===== src/font.hex =====
// one glyph per line: 64 bits, row 0 in the top byte, leftmost pixel in the high bit
0000000000000000
FFFFFFFFFFFFFFFF
183C66667E666600
7C66667C66667C00
3C66606060663C00
786C6666666C7800
7E60607C60607E00
7E60607C60606000
3C66606E66663C00
6666667E66666600
AA55AA55AA55AA55
0F0F0F0FF0F0F0F0
8040201008040201
3C42A581A599423C
FF818181818181FF
181818FF18181818


===== src/text_area_pkg.sv =====
package text_area_pkg;

    // scalar types shared across the design
    typedef logic [11:0] color_t;
    typedef logic [3:0]  pal_index_t;
    typedef logic [5:0]  bus_addr_t;
    typedef logic [12:0] cell_addr_t;
    typedef logic [9:0]  scroll_x_t;
    typedef logic [8:0]  scroll_y_t;
    typedef logic [2:0]  alpha_t;

    // cell grid and scroll wrap limits
    localparam int CELL_COLS = 84;
    localparam int CELL_ROWS = 64;
    localparam int WRAP_X    = 672;
    localparam int WRAP_Y    = 512;

    // 6 and 7 both mean fully opaque
    localparam alpha_t ALPHA_RESET = 3'd6;

    // field view of a cell word
    typedef struct packed {
        pal_index_t  fg_index;
        pal_index_t  bg_index;
        logic [7:0]  char_code;
    } cell_fields_t;

    // byte view, colors byte on top
    typedef struct packed {
        logic [7:0] colors;
        logic [7:0] code;
    } cell_bytes_t;

    typedef union packed {
        cell_fields_t fields;
        cell_bytes_t  bytes;
    } cell_word_t;

    // register map
    localparam bus_addr_t REG_PAL_BASE    = 6'h00;
    localparam bus_addr_t REG_SCROLL_X_LO = 6'h20;
    localparam bus_addr_t REG_SCROLL_X_HI = 6'h21;
    localparam bus_addr_t REG_SCROLL_Y_LO = 6'h22;
    localparam bus_addr_t REG_SCROLL_Y_HI = 6'h23;
    localparam bus_addr_t REG_CURSOR_ROW  = 6'h24;
    localparam bus_addr_t REG_CURSOR_COL  = 6'h25;
    localparam bus_addr_t REG_CELL_CODE   = 6'h26;
    localparam bus_addr_t REG_CELL_COLORS = 6'h27;
    localparam bus_addr_t REG_CELL_FG     = 6'h28;
    localparam bus_addr_t REG_CELL_BG     = 6'h29;
    localparam bus_addr_t REG_CELL_ACCESS = 6'h2A;
    localparam bus_addr_t REG_ALPHA       = 6'h2B;

    // glyph bitmaps, one 64-bit word per glyph
    localparam string FONT_FILE = "/design/src/font.hex";

    // standard EGA colors, 12-bit RGB
    localparam color_t EGA_PALETTE [0:15] = '{
        12'h000, 12'h00A, 12'h0A0, 12'h0AA,
        12'hA00, 12'hA0A, 12'hA50, 12'hAAA,
        12'h555, 12'h55F, 12'h5F5, 12'h5FF,
        12'hF55, 12'hF5F, 12'hFF5, 12'hFFF
    };

endpackage

===== src/color_palette.sv =====
`timescale 1ns/10ps

module color_palette import text_area_pkg::*; (
    input  logic       i_rst,
    input  logic       i_wr,
    input  logic       i_wr_lo,
    input  logic       i_wr_hi,
    input  pal_index_t i_index,
    input  logic [7:0] i_data,
    input  pal_index_t i_fg_index,
    input  pal_index_t i_bg_index,
    output color_t     o_bus_color,
    output color_t     o_fg_color,
    output color_t     o_bg_color
);

    color_t pal [0:15];

    always_ff @(posedge i_rst or posedge i_wr) begin
        if (i_wr) begin
            for (int i = 0; i < 16; i++) begin
                pal[i] <= EGA_PALETTE[i];
            end
        end else begin
            // low lane is green and blue
            if (i_wr_lo) begin
                pal[i_index][7:0] <= i_data;
            end
            // high lane is red only
            if (i_wr_hi) begin
                pal[i_index][11:8] <= i_data[3:0];
            end
        end
    end

    // three independent combinational read ports
    assign o_bus_color = pal[i_index];
    assign o_fg_color  = pal[i_fg_index];
    assign o_bg_color  = pal[i_bg_index];

endmodule


===== config.mk =====
export PLATFORM = sky130hd
export DESIGN_NAME = color_palette
export DESIGN_NICKNAME = d
export VERILOG_FILES = /design/src/text_area_pkg.sv /design/src/color_palette.sv
export SDC_FILE = /design/constraint.sdc
export NUM_CORES = 1
export LEC_CHECK = 0
export BUFFER_PORTS_ARGS = -buffer_cell sky130_fd_sc_hd__buf_2
export CAP_MARGIN = 20
export CORE_MARGIN = 1.5
export CORE_UTILIZATION = 50
export CTS_BUF_LIST = sky130_fd_sc_hd__clkbuf_4
export DETAILED_ROUTE_END_ITERATION = 8
export GPL_ROUTABILITY_DRIVEN = 0
export HOLD_SLACK_MARGIN = 0.1
export PLACE_DENSITY = 0.76
export SYNTH_ARGS = -nofsm -noshare
export SYNTH_HDL_FRONTEND = slang
export SYNTH_SLANG_ARGS = --single-unit

===== constraint.sdc =====
create_clock -name i_rst -period 12 [get_ports i_rst]
set_input_delay 1.8 -clock i_rst [delete_from_list [all_inputs] [get_ports i_rst]]
set_output_delay 1.8 -clock i_rst [all_outputs]
set_load 0.01 [all_outputs]

==> flow_summary.toml <==
[status]
status = "finished, final reports clean"

[logic_synthesis]
ys_async_sr_fraction_pct = 100.0
synth_flop_cell = "dfstp_2"
synth-edff-count = 0
yosysUniqueCellTypes = 31
syn_nets = 785
synth_most_common_cell = "mux2_2"
synth_area_leader_cell = "mux4_2"
synth_area_sq_mm = 0.01188
yosysWarnings = 0
synth_common_cells = "mux2_2 (183), mux4_2 (144), dfrtp_1 (96), dfstp_2 (96), a22oi_1 (72)"
ys_ff_latch = 192
postSynthAreaPerCell_sq_um = 15.60
yosysSeqAreaShare_pct = 41.47
yosysTopAreaCellShare_pct = 27.31
synth_cells = 761
yosys-top-cells-area = "mux4_2 (27%), dfstp_2 (21%), dfrtp_1 (20%), mux2_2 (17%), a22oi_1 (4.6%)"

[cts]
htreeDepth = 4
path_clk_slew_ns = 0.16
postCtsSetupBuffers = 0
ctsHoldBuffers = 0
cts_num_sinks = 192
cts.repair.resized = 0
cts_buffers = 17
root_buffer = "clkbuf_4"
tritoncts = "done"
clk_path_buf_depth = 2
clk_latency_ns = 0.58

[critical_path]
crit_type = "in2out"
critPathLaunchType = "input pin"
critPathSlowestCell = "mux4_2"
crit_top_cell = "buf_4"
worstPathMaxFanout = 33
cp_top_family = "buffers and inverters"
required_ns = 10.20
slowest_delay_ns = 0.58
crit_path_end_kind = "output pin"
cp.arrival_ns = 3.93
rrSetupSlack_ns = 11.14
worst-path-buf-inv = 3
crit_chain = "buf_4 > buf_4 > mux4_2 > a22oi_1 > nand2_1 > buf_2"

[grt]
grtUsageTotal_pct = 25.56
grt_max_degree = 123
grt_pass1_vias = 7593
grt_pass1_wl_mm = 46.22
grt_overflow = 0
antenna_found_initial = 1

[power]
leakagePower_nw = 4.873
pwr_density_cell_mw_per_mm2 = 154.4
vdd_ir_drop_max_uv = 57.57

[placed_design]
dp_hpwl_mm = 19.49
numPortBuffers = 59

[route]
wl_per_cell_um = 27.05
drt-total-wl_mm = 30.25
vias = 7755
drc = 0
drtIter0Drc = 923
via_per_inst = 6.936
antenna_left = 0
drtPass1Iterations = 5

[floorplanning]
dieWidth_um = 157.1
rows = 56
dieArea_sq_mm = 0.02468
initial_core_util_pct = 50.74
ios = 60
core-area_sq_mm = 0.02340
dieHeight_um = 157.1

[sta]
hold_violations = 0
max_slew_margin_pct = 34.49
fmaxAchievable_mhz = 174.6
period_needed_ns = 5.729
rsz0062_at_grt = "no"
tightestPinTransition_ns = 0.9816
slew_violations = 0
skew_ns = 0
tns_ns = 0
setup_viol = 0
fin_crit_sh_pct = 47.74

[cells_and_area]
largest_reg_flops = 192
top_regs = "pal: 192 flops"
regMostFlops = "pal"
utilization_pct = 53.62
drive_gt1_share_pct = 70.05
syn_to_final_growth_pct = 5.679
nets = 809

[flow_run]
cap_viol_max_count = 0

[worst_hold_path]
hold_path_class = "reg2reg"
stage by stage:
stage	cell area (sq um)	setup WS [ns]	cells	hold slack [ns]	total power, W
6_report	12550	6.271	1118	0.5555	0.001937
4_1_cts	12550	6.240	1117	0.5564	0.001940
5_1_grt	12550	6.111	1118	0.5884	0.002029
2_1_floorplan	11880	5.132	761	0.4869	0.001427
3_3_place_gp	12290	6.266	1085	0.5169	0.001581
3_5_place_dp	12290	6.245	1085	0.5213	0.001606
cell usage in the layout, fill, tap and decap left out, types with 3 or more instances in the layout:
cell type / netlist / routed
mux2_1: 9 / 9
a22oi_1: 72 / 72
nor2_4: 3 / 3
nand2b_1: 3 / 3
clkbuf_4: 0 / 17
and2_1: 3 / 3
inv_8: 0 / 5
mux2_2: 183 / 183
nand2_1: 41 / 41
inv_6: 0 / 3
nand3b_4: 3 / 3
nor2_2: 14 / 14
dfrtp_1: 96 / 96
dfstp_2: 96 / 96
buf_2: 19 / 55
buf_4: 6 / 16
nor2_1: 5 / 5
nand3_2: 5 / 5
clkinv_4: 0 / 4
mux4_2: 144 / 144
nor2b_1: 6 / 5
where the power goes:
group	internal [W]	total (W)	switching (W)
clock network	0.0000892	0.000332	0.000243
logic	0.000363	0.000601	0.000238
registers	0.000855	0.00100	0.000149
path summary, 6_finish.rpt:
| check | from | to | cells after the start |
|---|---|---|---|
| max | i_index[0] | o_bus_color[2] | 6 |
| min | pal[124] | pal[124] | 1 |
| max reg2reg | pal[190] | pal[190] | 1 |
| min reg2reg | pal[124] | pal[124] | 1 |
| max in group asynchronous | i_wr | pal[100] | 3 |
| min in group asynchronous | i_wr | pal[116] | 2 |
layout make-up:
type	instances	area (sq um)
multi-input combinational	502	6563
sequential	192	4925
antenna	1	2.502
inverter	1	11.26
timing repair buffer	71	395.4
fill	1933	10850
clock buffer	17	127.6
tap	319	399.1
clock inverter	15	126.4
cells by family after synthesis:
family | share of synthesized area (%)
mux | 45.52
buf+inv | 3.287
simple gates | 5.173
flops | 41.47
compound gates | 4.552
metal layers:
layer  up-vias  global-route usage [%]  routed length, um
li1       3114                       -                  -
met1      4130                   36.92              12570
met2       426                   37.53              14020
met3        85                   5.094               2564
met4         0                   11.73               1093
met5         -                       0                  0
Note: power is estimated with default switching activity, not from simulation.
