==> config.mk <==
export PLATFORM = sky130hd
export DESIGN_NAME = scroll_mapper
export DESIGN_NICKNAME = d
export VERILOG_FILES = /design/src/text_area_pkg.sv /design/src/scroll_mapper.sv
export SDC_FILE = /design/constraint.sdc
export NUM_CORES = 1
export LEC_CHECK = 0
export BUFFER_PORTS_ARGS = -buffer_cell sky130_fd_sc_hd__buf_2
export CORE_MARGIN = 10
export CORE_UTILIZATION = 30
export CTS_CLUSTER_SIZE = 16
export DETAILED_ROUTE_END_ITERATION = 12
export GPL_TIMING_DRIVEN = 0
export SLEW_MARGIN = 20
export SYNTH_ARGS = -nofsm -noshare
export SYNTH_HDL_FRONTEND = slang
export SYNTH_SLANG_ARGS = --single-unit
==> constraint.sdc <==
create_clock -name i_rst -period 0.8 [get_ports i_rst]
set_input_delay 0.04 -clock i_rst [delete_from_list [all_inputs] [get_ports i_rst]]
set_output_delay 0.04 -clock i_rst [all_outputs]
set_load 0.05 [all_outputs]
==> src/font.hex <==
// one glyph per line: 64 bits, row 0 in the top byte, leftmost pixel in the high bit
0000000000000000
FFFFFFFFFFFFFFFF
183C66667E666600
7C66667C66667C00
3C66606060663C00
786C6666666C7800
7E60607C60607E00
7E60607C60606000
3C66606E66663C00
6666667E66666600
AA55AA55AA55AA55
0F0F0F0FF0F0F0F0
8040201008040201
3C42A581A599423C
FF818181818181FF
181818FF18181818

==> src/text_area_pkg.sv <==
package text_area_pkg;

    // scalar types shared across the design
    typedef logic [11:0] color_t;
    typedef logic [3:0]  pal_index_t;
    typedef logic [5:0]  bus_addr_t;
    typedef logic [12:0] cell_addr_t;
    typedef logic [9:0]  scroll_x_t;
    typedef logic [8:0]  scroll_y_t;
    typedef logic [2:0]  alpha_t;

    // cell grid and scroll wrap limits
    localparam int CELL_COLS = 84;
    localparam int CELL_ROWS = 64;
    localparam int WRAP_X    = 672;
    localparam int WRAP_Y    = 512;

    // 6 and 7 both mean fully opaque
    localparam alpha_t ALPHA_RESET = 3'd6;

    // field view of a cell word
    typedef struct packed {
        pal_index_t  fg_index;
        pal_index_t  bg_index;
        logic [7:0]  char_code;
    } cell_fields_t;

    // byte view, colors byte on top
    typedef struct packed {
        logic [7:0] colors;
        logic [7:0] code;
    } cell_bytes_t;

    typedef union packed {
        cell_fields_t fields;
        cell_bytes_t  bytes;
    } cell_word_t;

    // register map
    localparam bus_addr_t REG_PAL_BASE    = 6'h00;
    localparam bus_addr_t REG_SCROLL_X_LO = 6'h20;
    localparam bus_addr_t REG_SCROLL_X_HI = 6'h21;
    localparam bus_addr_t REG_SCROLL_Y_LO = 6'h22;
    localparam bus_addr_t REG_SCROLL_Y_HI = 6'h23;
    localparam bus_addr_t REG_CURSOR_ROW  = 6'h24;
    localparam bus_addr_t REG_CURSOR_COL  = 6'h25;
    localparam bus_addr_t REG_CELL_CODE   = 6'h26;
    localparam bus_addr_t REG_CELL_COLORS = 6'h27;
    localparam bus_addr_t REG_CELL_FG     = 6'h28;
    localparam bus_addr_t REG_CELL_BG     = 6'h29;
    localparam bus_addr_t REG_CELL_ACCESS = 6'h2A;
    localparam bus_addr_t REG_ALPHA       = 6'h2B;

    // glyph bitmaps, one 64-bit word per glyph
    localparam string FONT_FILE = "/design/src/font.hex";

    // standard EGA colors, 12-bit RGB
    localparam color_t EGA_PALETTE [0:15] = '{
        12'h000, 12'h00A, 12'h0A0, 12'h0AA,
        12'hA00, 12'hA0A, 12'hA50, 12'hAAA,
        12'h555, 12'h55F, 12'h5F5, 12'h5FF,
        12'hF55, 12'hF5F, 12'hFF5, 12'hFFF
    };

endpackage
==> src/scroll_mapper.sv <==
`timescale 1ns/10ps

module scroll_mapper import text_area_pkg::*; (
    input  logic       i_rst,
    input  logic       i_wr,
    input  logic [8:0] i_scan_row,
    input  logic [9:0] i_scan_column,
    input  scroll_x_t  i_scroll_x,
    input  scroll_y_t  i_scroll_y,
    output cell_addr_t o_cell_addr,
    output logic [2:0] o_pix_row,
    output logic [2:0] o_pix_col
);

    logic [10:0] col_sum;
    logic [10:0] col_wrap;
    logic [9:0]  row_sum;
    logic [9:0]  row_wrap;

    // one subtraction is enough for in-range scan and scroll values
    assign col_sum  = {1'b0, i_scan_column} + {1'b0, i_scroll_x};
    assign col_wrap = (col_sum >= 11'(WRAP_X)) ? col_sum - 11'(WRAP_X) : col_sum;
    assign row_sum  = {1'b0, i_scan_row} + {1'b0, i_scroll_y};
    assign row_wrap = (row_sum >= 10'(WRAP_Y)) ? row_sum - 10'(WRAP_Y) : row_sum;

    always_ff @(posedge i_rst or posedge i_wr) begin
        if (i_wr) begin
            o_cell_addr <= '0;
            o_pix_row   <= '0;
            o_pix_col   <= '0;
        end else begin
            o_cell_addr <= {col_wrap[9:3], row_wrap[8:3]};
            o_pix_row   <= row_wrap[2:0];
            o_pix_col   <= col_wrap[2:0];
        end
    end

endmodule

==> metrics <==
status finished with violations; failing checks negative hold slack, negative setup slack; Iter 0 DRT Violations 33; largest family of logic cells by synthesized area compound AO/OA/AOI/OAI gates; CTS tree done; Syn Inst Count 144; final hold vios 19; Netlist Area Pre-Place 0.001426 mm^2; Critical Path Source Type input port; Synth Area in Compound Gates 0.2307; Int Power 2.742 mW; Period Utilization, post-route 2.643; Residual DRC 0; Logic pwr share 0.595; initial antenna violation count 0; DP Area 0.001869 mm^2; clock-pin slew on the worst setup and hold paths 0.07 ns; CTS Buffer Depth 2; Leak 1.075 nW; largest area contributor in the netlist dfrtp_1; Inserted Clock Buffers 3; Port Buf Inserts 58; largest fanout on the critical path 4; RePlAce Congestion 0.8287; Site Rows 25; post-synthesis mux area share 0.007018; Fmax 472.9 MHz; ys async rst share 1.000; Synth Net Count 205; Die Y 88.96 um; via count 1,342; Hold Buf Count CTS 2; wire length per cell 14.69 um; HP Class input port to asynchronous set/reset pin; die area 0.007913 mm^2; worst slew pin tran 0.7121 ns; fraction of synthesized cell area in xor and xnor cells 0.09825; largest cells by area after synthesis dfrtp_1 33%, ha_1 17%, xnor2_1 6.1%; post-synth cell types 38; commonest non-fill, non-tap cell in the layout buf_2; Starting Density 0.3060; pre-CTS setup slack -1.687 ns; Clock Power Share 0.136; switching power 2.087 mW; Root Buffer clkbuf_8; fin crit period 2.115 ns; final setup vio count 32; I/O pins 59; largest net degree at the start of global routing 20; Synth Warn # 0; DRT antenna net count 0; hpwl dp 2.913 mm; post-synthesis average cell area 9.905 um^2; dpl cells 256; register area share after synthesis 0.3333; area delta synth->final 64.47%; sw frac 0.4322; CTS sink cnt 19; final std cells w/o fill 277; GRT Resource Usage Total 0.1008; unrepaired setup endpoints after global routing true; EDFF count, synth 0; Core Area 0.004661 mm^2; Max-Cap Viols 0; vias in the first global route 1,461; Synth Flop Type dfrtp_1; VDD IR-drop max 852.7 uV; CP required 0.98 ns; Synth Area in Simple Gates 0.1009; Via-to-Cell Ratio 4.845; post-synthesis adder-cell area fraction 0.1947; Synth Register Bits 19; sequential share of power 0.269; Final WS setup -1.315 ns; number of detailed-route iterations in the first pass 4; Ant. Diodes 0; hold slack final -0.1102 ns; nets 285; Worst EP arrival 2.29 ns; wirelength, routed 4.068 mm; crit path kind input port to register; H-tree depth 1; power per cell area 2058 mW/mm^2; commonest cells after routing, fill and taps aside 32 x buf_2, 28 x buf_6, 19 x dfrtp_1, 13 x buf_4, 11 x ha_1; CP endpoint kind register; Final Slew Violations 0; layout cells sized above 1 0.5202; post-synth top area share 0.3333; slew margin rel. 0.5247; global-route wire length before repair 6.423 mm; GRT Residual Overflow 0; Die Wd 88.96 um; final instance area 0.002346 mm^2
## state kept, by name, indices dropped and copies added, names as in the netlist
signal,cells
o_cell_addr,13
o_pix_col,3
o_pix_row,3
## synthesized netlist by cell type, drive strengths merged (2+ instances only)
| master | number |
|---|---|
| a21o | 5 |
| nor3 | 2 |
| xnor2 | 10 |
| or3 | 2 |
| o21ai | 12 |
| nand3 | 3 |
| xor2 | 6 |
| nand2 | 5 |
| fa | 2 |
| a211oi | 2 |
| dfrtp | 19 |
| inv | 12 |
| nor4 | 3 |
| o21bai | 4 |
| o21a | 2 |
| a21oi | 11 |
| a31oi | 2 |
| nor2 | 6 |
| ha | 19 |
## timing repair
item | in CTS | in global routing
gates resized for setup | 65 | 12
endpoints found under the hold margin | 21 | 19
pin swaps | 28 | 15
setup endpoints to repair | 31 | 34
buffers inserted | 16 | 5
## per-stage QoR
| stage | TNS, ns | utilization | total power [mW] |
|---|---|---|---|
| floorplan | -8.163 | - | 2.949 |
| CTS | -8.550 | 0.4923 | 4.777 |
| global route | -9.656 | 0.5034 | 5.116 |
| finish | -8.242 | 0.5034 | 4.829 |
| global placement | -12.12 | 0.4011 | 3.475 |
| detailed placement | -12.15 | 0.4011 | 3.489 |
## power groups by stage
stage                     clock network [mW]  logic (mW)  registers, mW
after global placement                     0        2.22           1.25
after floorplan                            0       0.863           2.09
after global routing                   0.726        3.07           1.32
after CTS                              0.680        2.80           1.30
final                                  0.659        2.87           1.30
after detailed placement                   0        2.23           1.26
## per-layer routing
layer | wire length [um] | GRT usage
met1 | 1794 | 0.1207
met2 | 1809 | 0.1669
met3 | 408 | 0.02826
met4 | 55 | 0.03902
met5 | 0 | 0
## path summary, 6_finish.rpt
path	depth (start not counted)	endpoint	slack, ns	start
worst max-delay path	10	o_cell_addr[9]$_DFF_PP0_	-1.31	i_scan_column[0]
max in group asynchronous	2	o_cell_addr[1]$_DFF_PP0_	0.46	i_wr
worst min-delay path	2	o_cell_addr[0]$_DFF_PP0_	-0.11	i_wr
min in group i_rst	3	o_cell_addr[5]$_DFF_PP0_	0.10	i_scan_row[8]
## worst max-delay path, stage by stage
cell and delay (ns):
buf_6 0.10, ha_4 0.16, fa_2 0.37, a211oi_4 0.30, o21ai_1 0.14, o211a_4 0.18, o41a_1 0.37, o31a_1 0.31
o21bai_4 0.14, mux2i_1 0.19
## cell type report
cell class | count | area, um^2
Sequential cell | 19 | 475.5
Multi-Input combinational cell | 112 | 1112
Clock buffer | 4 | 45.04
Buffer | 1 | 5.005
Tap cell | 54 | 67.56
Fill cell | 409 | 2315
Inverter | 12 | 47.55
Timing Repair Buffer | 75 | 593.1
## cell families after synthesis
kind of cell	Yosys count
compound gates	47
simple gates	27
fa+ha+maj	21
flops	19
xor+xnor	16
buf+inv	13
mux	1
No activity file was read; power rests on OpenSTA's default activity.
