### config.mk
export PLATFORM = sky130hd
export DESIGN_NAME = text_regs
export DESIGN_NICKNAME = d
export VERILOG_FILES = /design/src/text_area_pkg.sv /design/src/text_regs.sv
export SDC_FILE = /design/constraint.sdc
export NUM_CORES = 1
export LEC_CHECK = 0
export ABC_AREA = 0
export BUFFER_PORTS_ARGS = -buffer_cell sky130_fd_sc_hd__buf_2
export CORE_MARGIN = 2
export CORE_UTILIZATION = 55
export DETAILED_ROUTE_END_ITERATION = 8
export MAX_ROUTING_LAYER = met4
export PLACE_DENSITY = 0.9
export SYNTH_ARGS = -nofsm -noshare
export SYNTH_HDL_FRONTEND = slang
export SYNTH_SLANG_ARGS = --single-unit
### constraint.sdc
create_clock -name i_rst -period 4.75 [get_ports i_rst]
set_input_delay 0.2375 -clock i_rst [delete_from_list [all_inputs] [get_ports i_rst]]
set_output_delay 0.2375 -clock i_rst [all_outputs]
set_load 0.03 [all_outputs]
### src/font.hex
// one glyph per line: 64 bits, row 0 in the top byte, leftmost pixel in the high bit
0000000000000000
FFFFFFFFFFFFFFFF
183C66667E666600
7C66667C66667C00
3C66606060663C00
786C6666666C7800
7E60607C60607E00
7E60607C60606000
3C66606E66663C00
6666667E66666600
AA55AA55AA55AA55
0F0F0F0FF0F0F0F0
8040201008040201
3C42A581A599423C
FF818181818181FF
181818FF18181818

### src/text_area_pkg.sv
package text_area_pkg;

    // scalar types shared across the design
    typedef logic [11:0] color_t;
    typedef logic [3:0]  pal_index_t;
    typedef logic [5:0]  bus_addr_t;
    typedef logic [12:0] cell_addr_t;
    typedef logic [9:0]  scroll_x_t;
    typedef logic [8:0]  scroll_y_t;
    typedef logic [2:0]  alpha_t;

    // cell grid and scroll wrap limits
    localparam int CELL_COLS = 84;
    localparam int CELL_ROWS = 64;
    localparam int WRAP_X    = 672;
    localparam int WRAP_Y    = 512;

    // 6 and 7 both mean fully opaque
    localparam alpha_t ALPHA_RESET = 3'd6;

    // field view of a cell word
    typedef struct packed {
        pal_index_t  fg_index;
        pal_index_t  bg_index;
        logic [7:0]  char_code;
    } cell_fields_t;

    // byte view, colors byte on top
    typedef struct packed {
        logic [7:0] colors;
        logic [7:0] code;
    } cell_bytes_t;

    typedef union packed {
        cell_fields_t fields;
        cell_bytes_t  bytes;
    } cell_word_t;

    // register map
    localparam bus_addr_t REG_PAL_BASE    = 6'h00;
    localparam bus_addr_t REG_SCROLL_X_LO = 6'h20;
    localparam bus_addr_t REG_SCROLL_X_HI = 6'h21;
    localparam bus_addr_t REG_SCROLL_Y_LO = 6'h22;
    localparam bus_addr_t REG_SCROLL_Y_HI = 6'h23;
    localparam bus_addr_t REG_CURSOR_ROW  = 6'h24;
    localparam bus_addr_t REG_CURSOR_COL  = 6'h25;
    localparam bus_addr_t REG_CELL_CODE   = 6'h26;
    localparam bus_addr_t REG_CELL_COLORS = 6'h27;
    localparam bus_addr_t REG_CELL_FG     = 6'h28;
    localparam bus_addr_t REG_CELL_BG     = 6'h29;
    localparam bus_addr_t REG_CELL_ACCESS = 6'h2A;
    localparam bus_addr_t REG_ALPHA       = 6'h2B;

    // glyph bitmaps, one 64-bit word per glyph
    localparam string FONT_FILE = "/design/src/font.hex";

    // standard EGA colors, 12-bit RGB
    localparam color_t EGA_PALETTE [0:15] = '{
        12'h000, 12'h00A, 12'h0A0, 12'h0AA,
        12'hA00, 12'hA0A, 12'hA50, 12'hAAA,
        12'h555, 12'h55F, 12'h5F5, 12'h5FF,
        12'hF55, 12'hF5F, 12'hFF5, 12'hFFF
    };

endpackage
### src/text_regs.sv
`timescale 1ns/10ps

module text_regs import text_area_pkg::*; (
    input  logic       i_rst,
    input  logic       i_wr,
    input  logic       i_write,
    input  logic       i_rd,
    input  bus_addr_t  i_addr,
    input  logic [7:0] i_data,
    input  color_t     i_pal_bus_color,
    input  cell_word_t i_cell_rd_word,
    output logic [7:0] o_data,
    output logic       o_pal_wr_lo,
    output logic       o_pal_wr_hi,
    output pal_index_t o_pal_index,
    output logic [7:0] o_pal_data,
    output logic       o_cell_wr,
    output cell_addr_t o_cell_addr,
    output cell_word_t o_cell_wr_word,
    output scroll_x_t  o_scroll_x,
    output scroll_y_t  o_scroll_y,
    output alpha_t     o_alpha
);

    scroll_x_t  scroll_x;
    scroll_y_t  scroll_y;
    logic [5:0] cursor_row;
    logic [6:0] cursor_col;
    cell_word_t staged;
    cell_word_t readback;
    alpha_t     alpha;
    logic       cell_rd_d;
    logic       pal_sel;
    bus_addr_t  pal_off;
    logic [7:0] rd_mux;

    // palette occupies the first 32 addresses, two per entry
    assign pal_sel     = (i_addr < REG_SCROLL_X_LO);
    assign pal_off     = i_addr - REG_PAL_BASE;
    assign o_pal_index = pal_off[4:1];
    assign o_pal_data  = i_data;
    assign o_pal_wr_lo = i_write && pal_sel && !pal_off[0];
    assign o_pal_wr_hi = i_write && pal_sel && pal_off[0];

    // cell write goes straight to the RAM at the cursor
    assign o_cell_wr      = i_write && (i_addr == REG_CELL_ACCESS);
    assign o_cell_addr    = {cursor_col, cursor_row};
    assign o_cell_wr_word = staged;

    assign o_scroll_x = scroll_x;
    assign o_scroll_y = scroll_y;
    assign o_alpha    = alpha;

    // read-back value for the addressed register
    always_comb begin
        rd_mux = '0;
        if (pal_sel) begin
            // odd address holds red in the low nibble
            if (pal_off[0]) begin
                rd_mux = {4'b0, i_pal_bus_color[11:8]};
            end else begin
                rd_mux = i_pal_bus_color[7:0];
            end
        end else begin
            case (i_addr)
                REG_SCROLL_X_LO: rd_mux = scroll_x[7:0];
                REG_SCROLL_X_HI: rd_mux = {6'b0, scroll_x[9:8]};
                REG_SCROLL_Y_LO: rd_mux = scroll_y[7:0];
                REG_SCROLL_Y_HI: rd_mux = {7'b0, scroll_y[8]};
                REG_CURSOR_ROW:  rd_mux = {2'b0, cursor_row};
                REG_CURSOR_COL:  rd_mux = {1'b0, cursor_col};
                REG_CELL_CODE:   rd_mux = readback.bytes.code;
                REG_CELL_COLORS: rd_mux = readback.bytes.colors;
                REG_CELL_FG:     rd_mux = {4'b0, readback.fields.fg_index};
                REG_CELL_BG:     rd_mux = {4'b0, readback.fields.bg_index};
                REG_ALPHA:       rd_mux = {5'b0, alpha};
                default:         rd_mux = '0;
            endcase
        end
    end

    always_ff @(posedge i_rst or posedge i_wr) begin
        if (i_wr) begin
            o_data     <= '0;
            scroll_x   <= '0;
            scroll_y   <= '0;
            cursor_row <= '0;
            cursor_col <= '0;
            staged     <= '0;
            readback   <= '0;
            alpha      <= ALPHA_RESET;
            cell_rd_d  <= 1'b0;
        end else begin
            // port A output is valid one edge after the strobe
            cell_rd_d <= i_rd && (i_addr == REG_CELL_ACCESS);
            if (cell_rd_d) begin
                readback <= i_cell_rd_word;
            end

            if (i_rd) begin
                o_data <= rd_mux;
            end

            if (i_write) begin
                case (i_addr)
                    REG_SCROLL_X_LO: scroll_x[7:0] <= i_data;
                    REG_SCROLL_X_HI: scroll_x[9:8] <= i_data[1:0];
                    REG_SCROLL_Y_LO: scroll_y[7:0] <= i_data;
                    REG_SCROLL_Y_HI: scroll_y[8] <= i_data[0];
                    REG_CURSOR_ROW:  cursor_row <= i_data[5:0];
                    REG_CURSOR_COL:  cursor_col <= i_data[6:0];
                    REG_CELL_CODE:   staged.bytes.code <= i_data;
                    REG_CELL_COLORS: staged.bytes.colors <= i_data;
                    REG_CELL_FG:     staged.fields.fg_index <= i_data[3:0];
                    REG_CELL_BG:     staged.fields.bg_index <= i_data[3:0];
                    REG_ALPHA:       alpha <= i_data[2:0];
                    default: ;
                endcase
            end
        end
    end

endmodule

==> results.sh <==
export IMPL_crit_fanout=13
export IMPL_final_common_cell="buf_2"
export IMPL_area_delta_synth_final_pct=18.75
export IMPL_drc_errors=0
export IMPL_critPathRequiredTime_ps=4990
export IMPL_skew_ps=11.71
export IMPL_via_per_inst=6.118
export IMPL_hold_violations=0
export IMPL_vdd_drop_max_uv=309.9
export IMPL_ctsResizeCount=0
export IMPL_finalCriticalPeriod_ps=1831
export IMPL_routedWlPerCell_um=20.37
export IMPL_fmax_ghz=0.5460
export IMPL_num_vias=2998
export IMPL_ios=120
export IMPL_cts_made_buffers=9
export IMPL_first_global_vias=3027
export IMPL_place_gp_congestion=0.9137
export IMPL_io_buffers=119
export IMPL_ctsHoldBuffers=0
export IMPL_maxCapViolCount=0
export IMPL_num_rows=30
export IMPL_seqPwrFrac=0.470
export IMPL_drt_iter0_markers=221
export IMPL_period_share=0.3856
export IMPL_post_dp_hpwl_um=7111
export IMPL_ys_flop_type="dfrtp_1"
export IMPL_internal_power_uw=1126
export IMPL_finalNetCount=451
export IMPL_switchingPower_uw=589.5
export IMPL_setup_viol=0
export IMPL_dieArea_um2=7456
export IMPL_status="complete, no violations"
export IMPL_drtPass1Iterations=5
export IMPL_fill_cells=532
export IMPL_grt_max_degree=77
export IMPL_tritoncts="built"
export IMPL_tightest_slew_ps=921.2
export IMPL_max_slew_margin=0.3859
export IMPL_seq_area_frac_synth=0.5106
export IMPL_worstSetupPathType="in -> reg"
export IMPL_synth_cell_types=47
export IMPL_layout_common_cells="119 x buf_2, 74 x dfrtp_1, 58 x mux2_2, 14 x nand2_1, 14 x nor2_1"
export IMPL_fin_util=0.6629
export IMPL_synth_ff_latch_count=76
export IMPL_synthArstFlopShare=1.000
export IMPL_seq_area_um2=1904
export IMPL_cp_end_kind="flop"
export IMPL_synth_edff_count=0
export IMPL_power_density_nw_per_um2=387.2
export IMPL_syn_area_um2=3730
export IMPL_overflow=0
export IMPL_synthCells=305
export IMPL_ctsLongestPathBuffers=2
export IMPL_cts_clk_slew_worst_paths_ps=80
export IMPL_cp_arrival_ps=2070
export IMPL_synth_area_top_cells="dfrtp_1 50%, mux2_2 18%, mux2i_1 3.5%"
export IMPL_swShare=0.3437
export IMPL_clock_latency_ps=360
export IMPL_drive_gt1_frac=0.5146
export IMPL_p_comb_frac=0.257
export IMPL_hold_path_class="in -> reg"
export IMPL_cts_root_buf="clkbuf_8"
export IMPL_worst_r2r_setup_slack_ps=3440
export IMPL_core_area_um2=6681
export IMPL_cp_start_kind="primary input"
export IMPL_multiInputGateArea_um2=1622
export IMPL_fin_tns_setup_ps=0
export IMPL_leakage_uw=0.002241
export IMPL_clock_sinks=76
export IMPL_rsz0062_at_grt="false"
export IMPL_antenna_left=0
export IMPL_yosysWarnings=0
export IMPL_die_w_um=86.35
export IMPL_clock_power_share=0.273
export IMPL_die_y_um=86.35
export IMPL_grt_pass1_wl_um=15630
export IMPL_synth_area_per_cell_um2=12.23
export IMPL_syn_nets=351
export IMPL_synth_top_area_share=0.4965
export IMPL_diodes=0
export IMPL_antenna_found_initial=0
export IMPL_h_tree_depth=3
export IMPL_initial_core_util=0.5582
export IMPL_postCtsSetupBuffers=0
export IMPL_drt_wl_total_um=9979
export IMPL_grt_total_usage=0.2867
export IMPL_synth_top_cell_by_area="dfrtp_1"
export IMPL_drv_slew=0
==> state kept, by name, indices dropped and copies added (netlist names) <==
| name | count |
|---|---|
| o_cell_wr_word | 16 |
| readback | 16 |
| o_scroll_x | 10 |
| o_scroll_y | 9 |
| o_data | 8 |
| cursor_col | 7 |
| cursor_row | 6 |
| o_alpha | 3 |
| cell_rd_d | 1 |
==> critical path, stage by stage <==
cell      delay (ps)
buf_2            220
nand3b_1         430
nand2b_1         380
nor2_2           400
mux2_2           390
==> power by group through the flow <==
stage / logic (µW) / registers [µW] / clock network, µW
finish: 440 / 806 / 468
CTS: 442 / 805 / 472
detailed placement: 439 / 816 / 0
global placement: 431 / 813 / 0
floorplan: 165 / 944 / 0
global route: 467 / 816 / 499
==> cell families (layout without fill, tap and decap cells) <==
logic type,after synthesis,count (layout),synth area share
and+or+nand+nor,72,72,0.1104
DFF,76,76,0.5106
AOI/OAI and AO/OA,44,44,0.08622
buffers and inverters,34,139,0.05468
muxes,79,79,0.2382
==> synth_stat cells (6+ instances only) <==
master     count
dfrtp_1       74
mux2_2        58
a2bb2oi_1      6
clkbuf_1       9
a31oi_1        6
mux2i_1       13
nor3_1         9
nor2_1        14
o21ai_0        8
buf_2          7
nand2_1       14
buf_4         12
==> worst paths after layout <==
kind | from | endpoint | cells past startpoint
worst max-delay path | i_addr[5] | o_cell_wr_word[0] | 5
worst min-delay path | i_cell_rd_word[12] | readback[12] | 2
worst max register to register | cell_rd_d | readback[5] | 1
worst min register to register | o_cell_wr_word[1] | o_cell_wr_word[1] | 1
max in group asynchronous | i_wr | o_scroll_y[3] | 3
min in group asynchronous | i_wr | readback[10] | 3
==> routing by layer <==
| metal | wire length [µm] | global-route usage | vias up | part of all wire |
|---|---|---|---|---|
| li1 | - | - | 1299 | - |
| met1 | 4265 | 0.3760 | 1506 | 0.43 |
| met2 | 4705 | 0.4350 | 169 | 0.47 |
| met3 | 796 | 0.06857 | 24 | 0.080 |
| met4 | 212 | 0.1108 | 0 | 0.021 |
| met5 | 0 | - | - | 0 |
==> layout make-up <==
class	instances	area share
clock buffer	13	0.03814
clock inverter	3	0.004520
inverter	3	0.002542
multi-input combinational	195	0.3661
sequential	76	0.4299
tap	80	0.02260
timing repair buffer	120	0.1362
==> through the flow <==
| stage | setup slack, ps | area [µm²] | instances | hold slack, ps | power, µW |
|---|---|---|---|---|---|
| final | 2919 | 4429 | 490 | 111.3 | 1715 |
| after global routing | 2841 | 4429 | 490 | 107.8 | 1782 |
| after CTS | 2972 | 4429 | 490 | 100.8 | 1719 |
| after detailed placement | 2625 | 4240 | 474 | 473.9 | 1255 |
| after global placement | 2666 | 4240 | 474 | 469.9 | 1244 |
| after floorplan | 2577 | 3730 | 305 | 369.2 | 1109 |
(Power assumes the default switching activity.)
