### src/font.hex
// one glyph per line: 64 bits, row 0 in the top byte, leftmost pixel in the high bit
0000000000000000
FFFFFFFFFFFFFFFF
183C66667E666600
7C66667C66667C00
3C66606060663C00
786C6666666C7800
7E60607C60607E00
7E60607C60606000
3C66606E66663C00
6666667E66666600
AA55AA55AA55AA55
0F0F0F0FF0F0F0F0
8040201008040201
3C42A581A599423C
FF818181818181FF
181818FF18181818

### src/text_area_pkg.sv
package text_area_pkg;

    // scalar types shared across the design
    typedef logic [11:0] color_t;
    typedef logic [3:0]  pal_index_t;
    typedef logic [5:0]  bus_addr_t;
    typedef logic [12:0] cell_addr_t;
    typedef logic [9:0]  scroll_x_t;
    typedef logic [8:0]  scroll_y_t;
    typedef logic [2:0]  alpha_t;

    // cell grid and scroll wrap limits
    localparam int CELL_COLS = 84;
    localparam int CELL_ROWS = 64;
    localparam int WRAP_X    = 672;
    localparam int WRAP_Y    = 512;

    // 6 and 7 both mean fully opaque
    localparam alpha_t ALPHA_RESET = 3'd6;

    // field view of a cell word
    typedef struct packed {
        pal_index_t  fg_index;
        pal_index_t  bg_index;
        logic [7:0]  char_code;
    } cell_fields_t;

    // byte view, colors byte on top
    typedef struct packed {
        logic [7:0] colors;
        logic [7:0] code;
    } cell_bytes_t;

    typedef union packed {
        cell_fields_t fields;
        cell_bytes_t  bytes;
    } cell_word_t;

    // register map
    localparam bus_addr_t REG_PAL_BASE    = 6'h00;
    localparam bus_addr_t REG_SCROLL_X_LO = 6'h20;
    localparam bus_addr_t REG_SCROLL_X_HI = 6'h21;
    localparam bus_addr_t REG_SCROLL_Y_LO = 6'h22;
    localparam bus_addr_t REG_SCROLL_Y_HI = 6'h23;
    localparam bus_addr_t REG_CURSOR_ROW  = 6'h24;
    localparam bus_addr_t REG_CURSOR_COL  = 6'h25;
    localparam bus_addr_t REG_CELL_CODE   = 6'h26;
    localparam bus_addr_t REG_CELL_COLORS = 6'h27;
    localparam bus_addr_t REG_CELL_FG     = 6'h28;
    localparam bus_addr_t REG_CELL_BG     = 6'h29;
    localparam bus_addr_t REG_CELL_ACCESS = 6'h2A;
    localparam bus_addr_t REG_ALPHA       = 6'h2B;

    // glyph bitmaps, one 64-bit word per glyph
    localparam string FONT_FILE = "/design/src/font.hex";

    // standard EGA colors, 12-bit RGB
    localparam color_t EGA_PALETTE [0:15] = '{
        12'h000, 12'h00A, 12'h0A0, 12'h0AA,
        12'hA00, 12'hA0A, 12'hA50, 12'hAAA,
        12'h555, 12'h55F, 12'h5F5, 12'h5FF,
        12'hF55, 12'hF5F, 12'hFF5, 12'hFFF
    };

endpackage
### src/alpha_blender.sv
`timescale 1ns/10ps

module alpha_blender import text_area_pkg::*; (
    input  logic   i_rst,
    input  logic   i_wr,
    input  color_t i_bg_color,
    input  color_t i_fg_color,
    input  alpha_t i_alpha,
    output color_t o_color
);

    color_t     bg_d1;
    color_t     bg_d2;
    color_t     bg_d3;
    logic [3:0] weight;

    // weighted sum over eighths with the remainder dropped
    function automatic logic [3:0] blend_nibble(input logic [3:0] fg, input logic [3:0] bg,
                                                input logic [3:0] w);
        logic [7:0] acc;
        acc = {4'b0, fg} * {4'b0, w} + {4'b0, bg} * (8'd8 - {4'b0, w});
        return acc[6:3];
    endfunction

    // 6 and 7 both saturate to full weight
    assign weight = (i_alpha >= 3'd6) ? 4'd8 : {1'b0, i_alpha};

    always_ff @(posedge i_rst or posedge i_wr) begin
        if (i_wr) begin
            bg_d1   <= '0;
            bg_d2   <= '0;
            bg_d3   <= '0;
            o_color <= '0;
        end else begin
            // three stages to meet the shaded cell color
            bg_d1   <= i_bg_color;
            bg_d2   <= bg_d1;
            bg_d3   <= bg_d2;
            o_color <= {blend_nibble(i_fg_color[11:8], bg_d3[11:8], weight),
                        blend_nibble(i_fg_color[7:4], bg_d3[7:4], weight),
                        blend_nibble(i_fg_color[3:0], bg_d3[3:0], weight)};
        end
    end

endmodule

### config.mk
export PLATFORM = sky130hd
export DESIGN_NAME = alpha_blender
export DESIGN_NICKNAME = d
export VERILOG_FILES = /design/src/text_area_pkg.sv /design/src/alpha_blender.sv
export SDC_FILE = /design/constraint.sdc
export NUM_CORES = 1
export LEC_CHECK = 0
export BUFFER_PORTS_ARGS = -buffer_cell sky130_fd_sc_hd__buf_2
export CAP_MARGIN = 30
export CORE_MARGIN = 3
export CORE_UTILIZATION = 55
export CTS_CLUSTER_DIAMETER = 100
export DETAILED_ROUTE_END_ITERATION = 16
export GPL_TIMING_DRIVEN = 0
export PLACE_DENSITY = 0.71
export REMOVE_ABC_BUFFERS = 1
export SLEW_MARGIN = 20
export SYNTH_ARGS = -nofsm -noshare
export SYNTH_HDL_FRONTEND = slang
export SYNTH_SLANG_ARGS = --single-unit
### constraint.sdc
create_clock -name i_rst -period 5.5 [get_ports i_rst]
set_clock_uncertainty 0.2 [all_clocks]
set_input_delay 0 -clock i_rst [delete_from_list [all_inputs] [get_ports i_rst]]
set_output_delay 0 -clock i_rst [all_outputs]
set_load 0.005 [all_outputs]
==> results of run 1 <==
[power groups by stage]
stage	logic, W	clock network, W	registers (W)
finish	0.000699	0.000221	0.000434
global route	0.000814	0.000244	0.000443
CTS	0.000710	0.000228	0.000436
detailed placement	0.000688	0	0.000443
global placement	0.000654	0	0.000439
floorplan	0.000507	0	0.000447
[sequential cells by signal, summed over array words and instances (netlist names)]
name and count:
bg_d2 12, bg_d1 12, bg_d3 12, o_color 12
[cell families (layout without fill, tap and decap cells)]
| family | count (synthesis) | count (layout) | share of synthesized area (%) |
|---|---|---|---|
| AOI/OAI and AO/OA | 15 | 15 | 2.41 |
| xor gates and xnor gates | 30 | 30 | 7.24 |
| adders and majority gates | 100 | 100 | 38.1 |
| buffers and inverters | 110 | 167 | 9.88 |
| DFF | 48 | 48 | 27.3 |
| and+or+nand+nor | 111 | 112 | 15.1 |
[cell usage after synthesis, types with 2 or more instances]
library cell   n  share of area [%]
inv_1         99                8.4
and2_1        63                8.9
fa_1          57                 26
dfrtp_1       48                 27
ha_1          43                 12
nand2_1       28                2.4
xnor2_1       17                3.4
xor2_1         8                1.6
clkbuf_1       5               0.43
a21o_1         3               0.51
a21oi_1        3               0.34
nor2_1         3               0.26
xnor3_1        3                1.5
a21oi_2        2               0.40
and2b_1        2               0.34
buf_2          2               0.23
buf_6          2               0.51
nand4bb_1      2               0.51
nor2_4         2               0.51
o21ai_0        2               0.23
o21ai_2        2               0.40
xnor2_2        2               0.74
[path summary, 6_finish.rpt]
kind,from,endpoint,slack (ns),cells after the start
max,i_alpha[1],o_color[3]$_DFF_PP0_,0.25,18
min,i_fg_color[8],o_color[8]$_DFF_PP0_,0.08,4
max reg2reg,bg_d3[0]$_DFF_PP0_,o_color[3]$_DFF_PP0_,0.45,14
min reg2reg,bg_d1[11]$_DFF_PP0_,bg_d2[11]$_DFF_PP0_,0.15,0
max in group asynchronous,i_wr,bg_d3[8]$_DFF_PP0_,4.05,5
min in group asynchronous,i_wr,o_color[2]$_DFF_PP0_,0.56,4
[through the flow]
stage,area (um2),worst slack (ns)
after floorplan,4350,-0.135
after global placement,4680,-1.27
after detailed placement,4700,-1.43
after CTS,4990,0.0176
after global routing,5010,0.0477
final,5010,0.251
[final cells by class]
type	instances	share of cell area, %
Tap cell	102	2.55
Clock inverter	3	0.450
Inverter	101	7.67
Clock buffer	5	1.37
Timing Repair Buffer	58	7.70
Multi-Input combinational cell	257	56.3
Sequential cell	48	24.0
[worst register-to-register path, delay by kind of cell, from the launching register on]
kind,cells,cell delay [ns]
adder cells (fa/ha/maj),6,2.93
XOR/XNOR,2,0.57
flip-flops,1,0.44
AO/OA/AOI/OAI,2,0.36
AND/OR/NAND/NOR,1,0.27
buffers and inverters,3,0.16
[per-layer routing]
metal | GRT usage (%) | routed length (um) | vias to the layer above
li1 | - | - | 1319
met1 | 27.1 | 3460 | 1411
met2 | 33.1 | 3990 | 52
met3 | 3.39 | 297 | 5
met4 | 4.27 | 84 | 0
met5 | 0 | 0 | -
[timing repair]
item                                    4_1_cts  5_1_grt
resized for setup                             4        3
pin swaps                                     1        0
endpoints found under the hold margin        61        0
hold buffers                                 15        0
gates cloned                                  1        0
buffers inserted                              2        0
endpoints found under the setup margin        7        1
==> impl_metrics.py, run 1 <==
metrics = {
    "global_routing": {
        "grt_start_max_net_pins": 38,
        "antenna_found_initial": 0,
        "grt_pass1_vias": 2964,
        "grt_usage_pct": 19.7,
        "grt_pass1_wl_um": 13600,
        "grt-ovfl-total": 0,
    },
    "setup_path": {
        "cp_top_family": "adder cells",
        "worstSetupEndpointType": "register",
        "crit_buf_inv": 4,
        "slowest_delay_ns": 0.56,
        "critPathLaunchType": "primary input",
        "path_class": "primary input to register",
        "crit_path_frequent_cell": "fa_1",
        "critical_path_required_ns": 5.51,
        "cp_max_fo": 19,
        "cp.arrival_ns": 5.26,
        "path_cells": "buf_2 -> ha_4 -> nor2b_4 -> inv_2 -> ha_1 -> and2_1 -> fa_1 -> fa_1 -> fa_1 -> fa_1 -> inv_1 -> fa_1 -> inv_1 -> ha_1 -> a21o_1 -> a21oi_2 -> xnor3_1 -> xnor2_1",
        "crit_path_top_delay_cell": "fa_1",
    },
    "pwr": {
        "seq_power_share_pct": 32.1,
        "peakVddDrop_v": 0.000199,
        "switchingPower_w": 0.000514,
        "p_comb_share_pct": 51.6,
        "power_w": 0.00135,
        "clockPowerShare_pct": 16.3,
        "p_int_w": 0.000840,
        "p_per_area_mw_per_mm2": 270,
        "sw_frac_of_total_pct": 38.0,
        "leakage_nw": 2.58,
    },
    "layout": {
        "fin_util_pct": 64.5,
        "fin_cells": 574,
        "regArea_mm2": 0.00120,
        "n_fill_cell": 669,
        "syn_to_final_growth_pct": 13.7,
        "diodes": 0,
        "drive_gt1_share_pct": 15.3,
        "final_cell_mix": "inv_1 (98), and2_1 (63), fa_1 (57)",
        "multi_input_area_mm2": 0.00282,
        "nets": 600,
        "layout_commonest_cell": "inv_1",
    },
    "yosys": {
        "syn_area_per_cell_um2": 10.6,
        "ys_warn_count": 0,
        "synthFlopType": "dfrtp_1",
        "async_flop_share_pct": 100,
        "syn_inst": 414,
        "netlist_area_mm2": 0.00441,
        "seq_area_frac_synth_pct": 27.3,
        "synth_edf_count": 0,
        "synthDistinctLibCells": 38,
        "ys_ff_latch": 48,
    },
    "timing": {
        "setup-tns-final_ns": 0,
        "hold_slack_ns": 0.0792,
        "tightestPinTransition_ns": 0.610,
        "finalSetupViolCount": 0,
        "final.min_clock_period_ns": 5.25,
        "hold_viol": 0,
        "fin_crit_sh_pct": 95.4,
        "finalMaxSlewViolations": 0,
        "max_freq_mhz": 191,
        "max_slew_margin_pct": 59.3,
        "rsz0062_at_grt": "false",
    },
    "routing": {
        "first_pass_iters": 4,
        "drt_iter0_drc": 124,
        "wl_um": 7830,
        "vias": 2787,
        "drtAntennaViolNets": 0,
        "wl_per_cell_um": 13.6,
        "route.detailed.drc": 0,
        "vias_per_cell": 4.86,
    },
    "die": {
        "die_x_um": 95.5,
        "ioPinCount": 41,
        "core.rowCount": 32,
        "fp.dieH_um": 95.5,
        "die-area_mm2": 0.00912,
        "start_util_pct": 56.7,
        "core-area_mm2": 0.00777,
    },
    "clock_network": {
        "cts_tree": "done",
        "cts-root-buf": "clkbuf_8",
        "htreeDepth": 2,
        "clk_pin_slew_ns": 0.10,
        "numClockSinks": 48,
        "cts_buffer_depth": 2,
        "clkLatencyLatePin_ns": 0.31,
        "numCtsBuffers": 5,
    },
    "placement": {
        "io_buffers": 40,
        "place_hpwl_um": 6130,
        "gp_congestion": 0.779,
        "dpl.cell_count": 548,
    },
    "outcome": {
        "status": "finished, final reports clean",
    },
    "flow_run": {
        "drv_cap": 0,
    },
    "worst_hold_path": {
        "min_path_type": "primary input to register",
    },
}
Note: power is estimated with default switching activity, not from simulation.
==> run 2: changes to the inputs <==
PLACE_DENSITY = not set   (was 0.71)
PLACE_DENSITY_LB_ADDON = 0.2   (was not set)
==> run 2 against run 1 <==
  * Non-clock buffer count unchanged
  * Setup slack gained 0.020 ns
  * Worst hold slack worse by 0.0088 ns
  * Total power grew 1.4%
  * Sequential power about the same
  * Critical path depth stayed put
  * Critical path type unchanged
  * Via count is 0.54% lower
  * Highest routed layer unchanged
  * Global-route usage is essentially flat
  * Critical endpoint unchanged
  * Sequential cell count stayed put
==> impl_metrics.py, run 2 (same netlist as run 1, synthesis figures left out) <==
metrics = {
    "worst_hold_path": {
        "min_path_type": "primary input to register",
    },
    "timing": {
        "final.min_clock_period_ns": 5.23,
        "layout_setup_ws_ns": 0.271,
        "fin_crit_sh_pct": 95.1,
        "max_freq_mhz": 191,
        "max_slew_margin_pct": 58.8,
        "finalSetupViolCount": 0,
        "hold_viol": 0,
        "tightestPinTransition_ns": 0.618,
        "finalMaxSlewViolations": 0,
        "rsz0062_at_grt": "false",
    },
    "clock_network": {
        "htreeDepth": 2,
        "cts_tree": "done",
        "numCtsBuffers": 5,
        "numClockSinks": 48,
        "clk_pin_slew_ns": 0.10,
        "cts_buffer_depth": 2,
        "clkLatencyLatePin_ns": 0.32,
        "cts-root-buf": "clkbuf_8",
    },
    "routing": {
        "drtAntennaViolNets": 0,
        "route.detailed.drc": 0,
        "first_pass_iters": 4,
        "vias_per_cell": 4.83,
        "vias": 2772,
        "wl_um": 7750,
        "wl_per_cell_um": 13.5,
        "wl_met2_um": 3890,
        "drt-met1-wl_um": 3490,
        "top_layer_used": "met4",
        "drt_iter0_drc": 96,
        "dr_wl_met3_um": 299,
    },
    "placement": {
        "gp_congestion": 0.801,
        "io_buffers": 40,
        "place_hpwl_um": 6120,
        "dp_slack_ns": -1.33,
        "place_area_mm2": 0.00470,
    },
    "pwr": {
        "leakage_nw": 2.59,
        "p_comb_share_pct": 50.8,
        "peakVddDrop_v": 0.000136,
        "sw_frac_of_total_pct": 37.8,
        "seq_power_share_pct": 31.5,
        "p_int_w": 0.000853,
        "switchingPower_w": 0.000520,
        "clockPowerShare_pct": 17.7,
        "p_per_area_mw_per_mm2": 273,
    },
    "setup_path": {
        "crit_path_frequent_cell": "fa_1",
        "ff2ff_setup_slack_ns": 0.43,
        "r2r_cells": 14,
        "path_class": "primary input to register",
        "cp_max_fo": 19,
        "critPathLaunchType": "primary input",
        "worstSetupEndpointType": "register",
        "critical_path_required_ns": 5.50,
        "r2r_end": "o_color[3]$_DFF_PP0_",
        "crit_path_top_delay_cell": "fa_1",
        "slowest_delay_ns": 0.56,
        "path_cells": "buf_2 -> ha_4 -> nor2b_4 -> inv_2 -> ha_1 -> and2_1 -> fa_1 -> fa_1 -> fa_1 -> fa_1 -> inv_1 -> fa_1 -> inv_1 -> ha_1 -> a21o_1 -> a21oi_2 -> xnor3_1 -> xnor2_1",
        "r2r_start": "bg_d3[0]$_DFF_PP0_",
        "endpoint": "o_color[3]$_DFF_PP0_",
        "cp.arrival_ns": 5.23,
        "startpoint": "i_alpha[1]",
    },
    "layout": {
        "syn_to_final_growth_pct": 14.1,
        "design_area_mm2": 0.00503,
        "diodes": 0,
        "drive_gt1_share_pct": 15.3,
        "final_cell_mix": "inv_1 (98), and2_1 (63), fa_1 (57)",
        "n_fill_cell": 640,
        "layout_commonest_cell": "inv_1",
        "nets": 600,
    },
    "die": {
        "start_util_pct": 56.7,
        "die-area_mm2": 0.00912,
        "core.rowCount": 32,
        "die_x_um": 95.5,
        "core-area_mm2": 0.00777,
        "fp.dieH_um": 95.5,
        "ioPinCount": 41,
    },
    "global_routing": {
        "grt_usage_pct": 19.7,
        "grt_start_max_net_pins": 36,
        "grt-ovfl-total": 0,
        "grt_pass1_vias": 3006,
        "antenna_found_initial": 0,
        "grt_pass1_wl_um": 13700,
    },
    "outcome": {
        "status": "finished, final reports clean",
    },
    "flow_run": {
        "drv_cap": 0,
    },
}
## run 2: cell types whose count changed in the layout (fill, tap and decap cells not counted), sizes merged
cell / previous run / this run
clkbuf: 5 / 6
clkinv: 2 / 0
inv: 102 / 103
## run 2: worst min-delay path by stage
stage | from | end | cells past startpoint
6_report | i_fg_color[8] | o_color[8]$_DFF_PP0_ | 4
2_1_floorplan | i_bg_color[0] | bg_d1[0]$_DFF_PP0_ | 0
3_3_place_gp | i_bg_color[2] | bg_d1[2]$_DFF_PP0_ | 1
5_1_grt | i_bg_color[9] | bg_d1[9]$_DFF_PP0_ | 2
4_1_cts | i_fg_color[8] | o_color[8]$_DFF_PP0_ | 4
3_5_place_dp | i_wr | bg_d1[4]$_DFF_PP0_ | 2
## run 2: power groups by stage
stage          sequential, W  clock, W  combinational (W)
2_1_floorplan       0.000447         0           0.000507
6_report            0.000432  0.000243           0.000698
3_3_place_gp        0.000439         0           0.000654
4_1_cts             0.000433  0.000251           0.000710
5_1_grt             0.000441  0.000262           0.000825
3_5_place_dp        0.000440         0           0.000687
## run 2: repair_timing
action,in CTS,in global routing
pin swaps,1,0
hold endpoints to repair,61,0
endpoints found under the setup margin,5,1
hold buffers,15,0
resized for setup,4,4
gates cloned,1,0
setup buffers,2,0
## run 2: cell type report
class / instances / area, um2 / area share [%]
multi-input combinational: 257 / 2830 / 56.3
sequential: 48 / 1200 / 23.9
timing repair buffer: 58 / 385 / 7.67
inverter: 101 / 384 / 7.64
tap: 102 / 128 / 2.54
clock buffer: 6 / 82.6 / 1.64
clock inverter: 2 / 17.5 / 0.349
## run 2: routing by layer
metal / track usage, % / up-vias
met5: 0 / -
met4: 4.03 / 0
met3: 2.60 / 7
met2: 34.1 / 50
met1: 26.8 / 1387
li1: - / 1328
## run 2: worst max-delay path, delay by kind of cell
family	cells	cell delay (ns)
compound gates	2	0.37
simple gates	2	0.42
xor+xnor	2	0.55
fa+ha+maj	8	3.53
buf+inv	4	0.33
## run 2: per-stage QoR
step                cells  TNS (ns)  util [%]  total power (W)  hold slack [ns]
detailed placement    548     -4.91      60.5          0.00113           -0.203
CTS                   574         0      64.4          0.00139           0.0737
finish                574         0      64.7          0.00137           0.0704
global route          574         0      64.7          0.00153            0.117
floorplan             405    -0.135         -         0.000953           -0.169
global placement      547     -4.42      60.3          0.00109          -0.0924
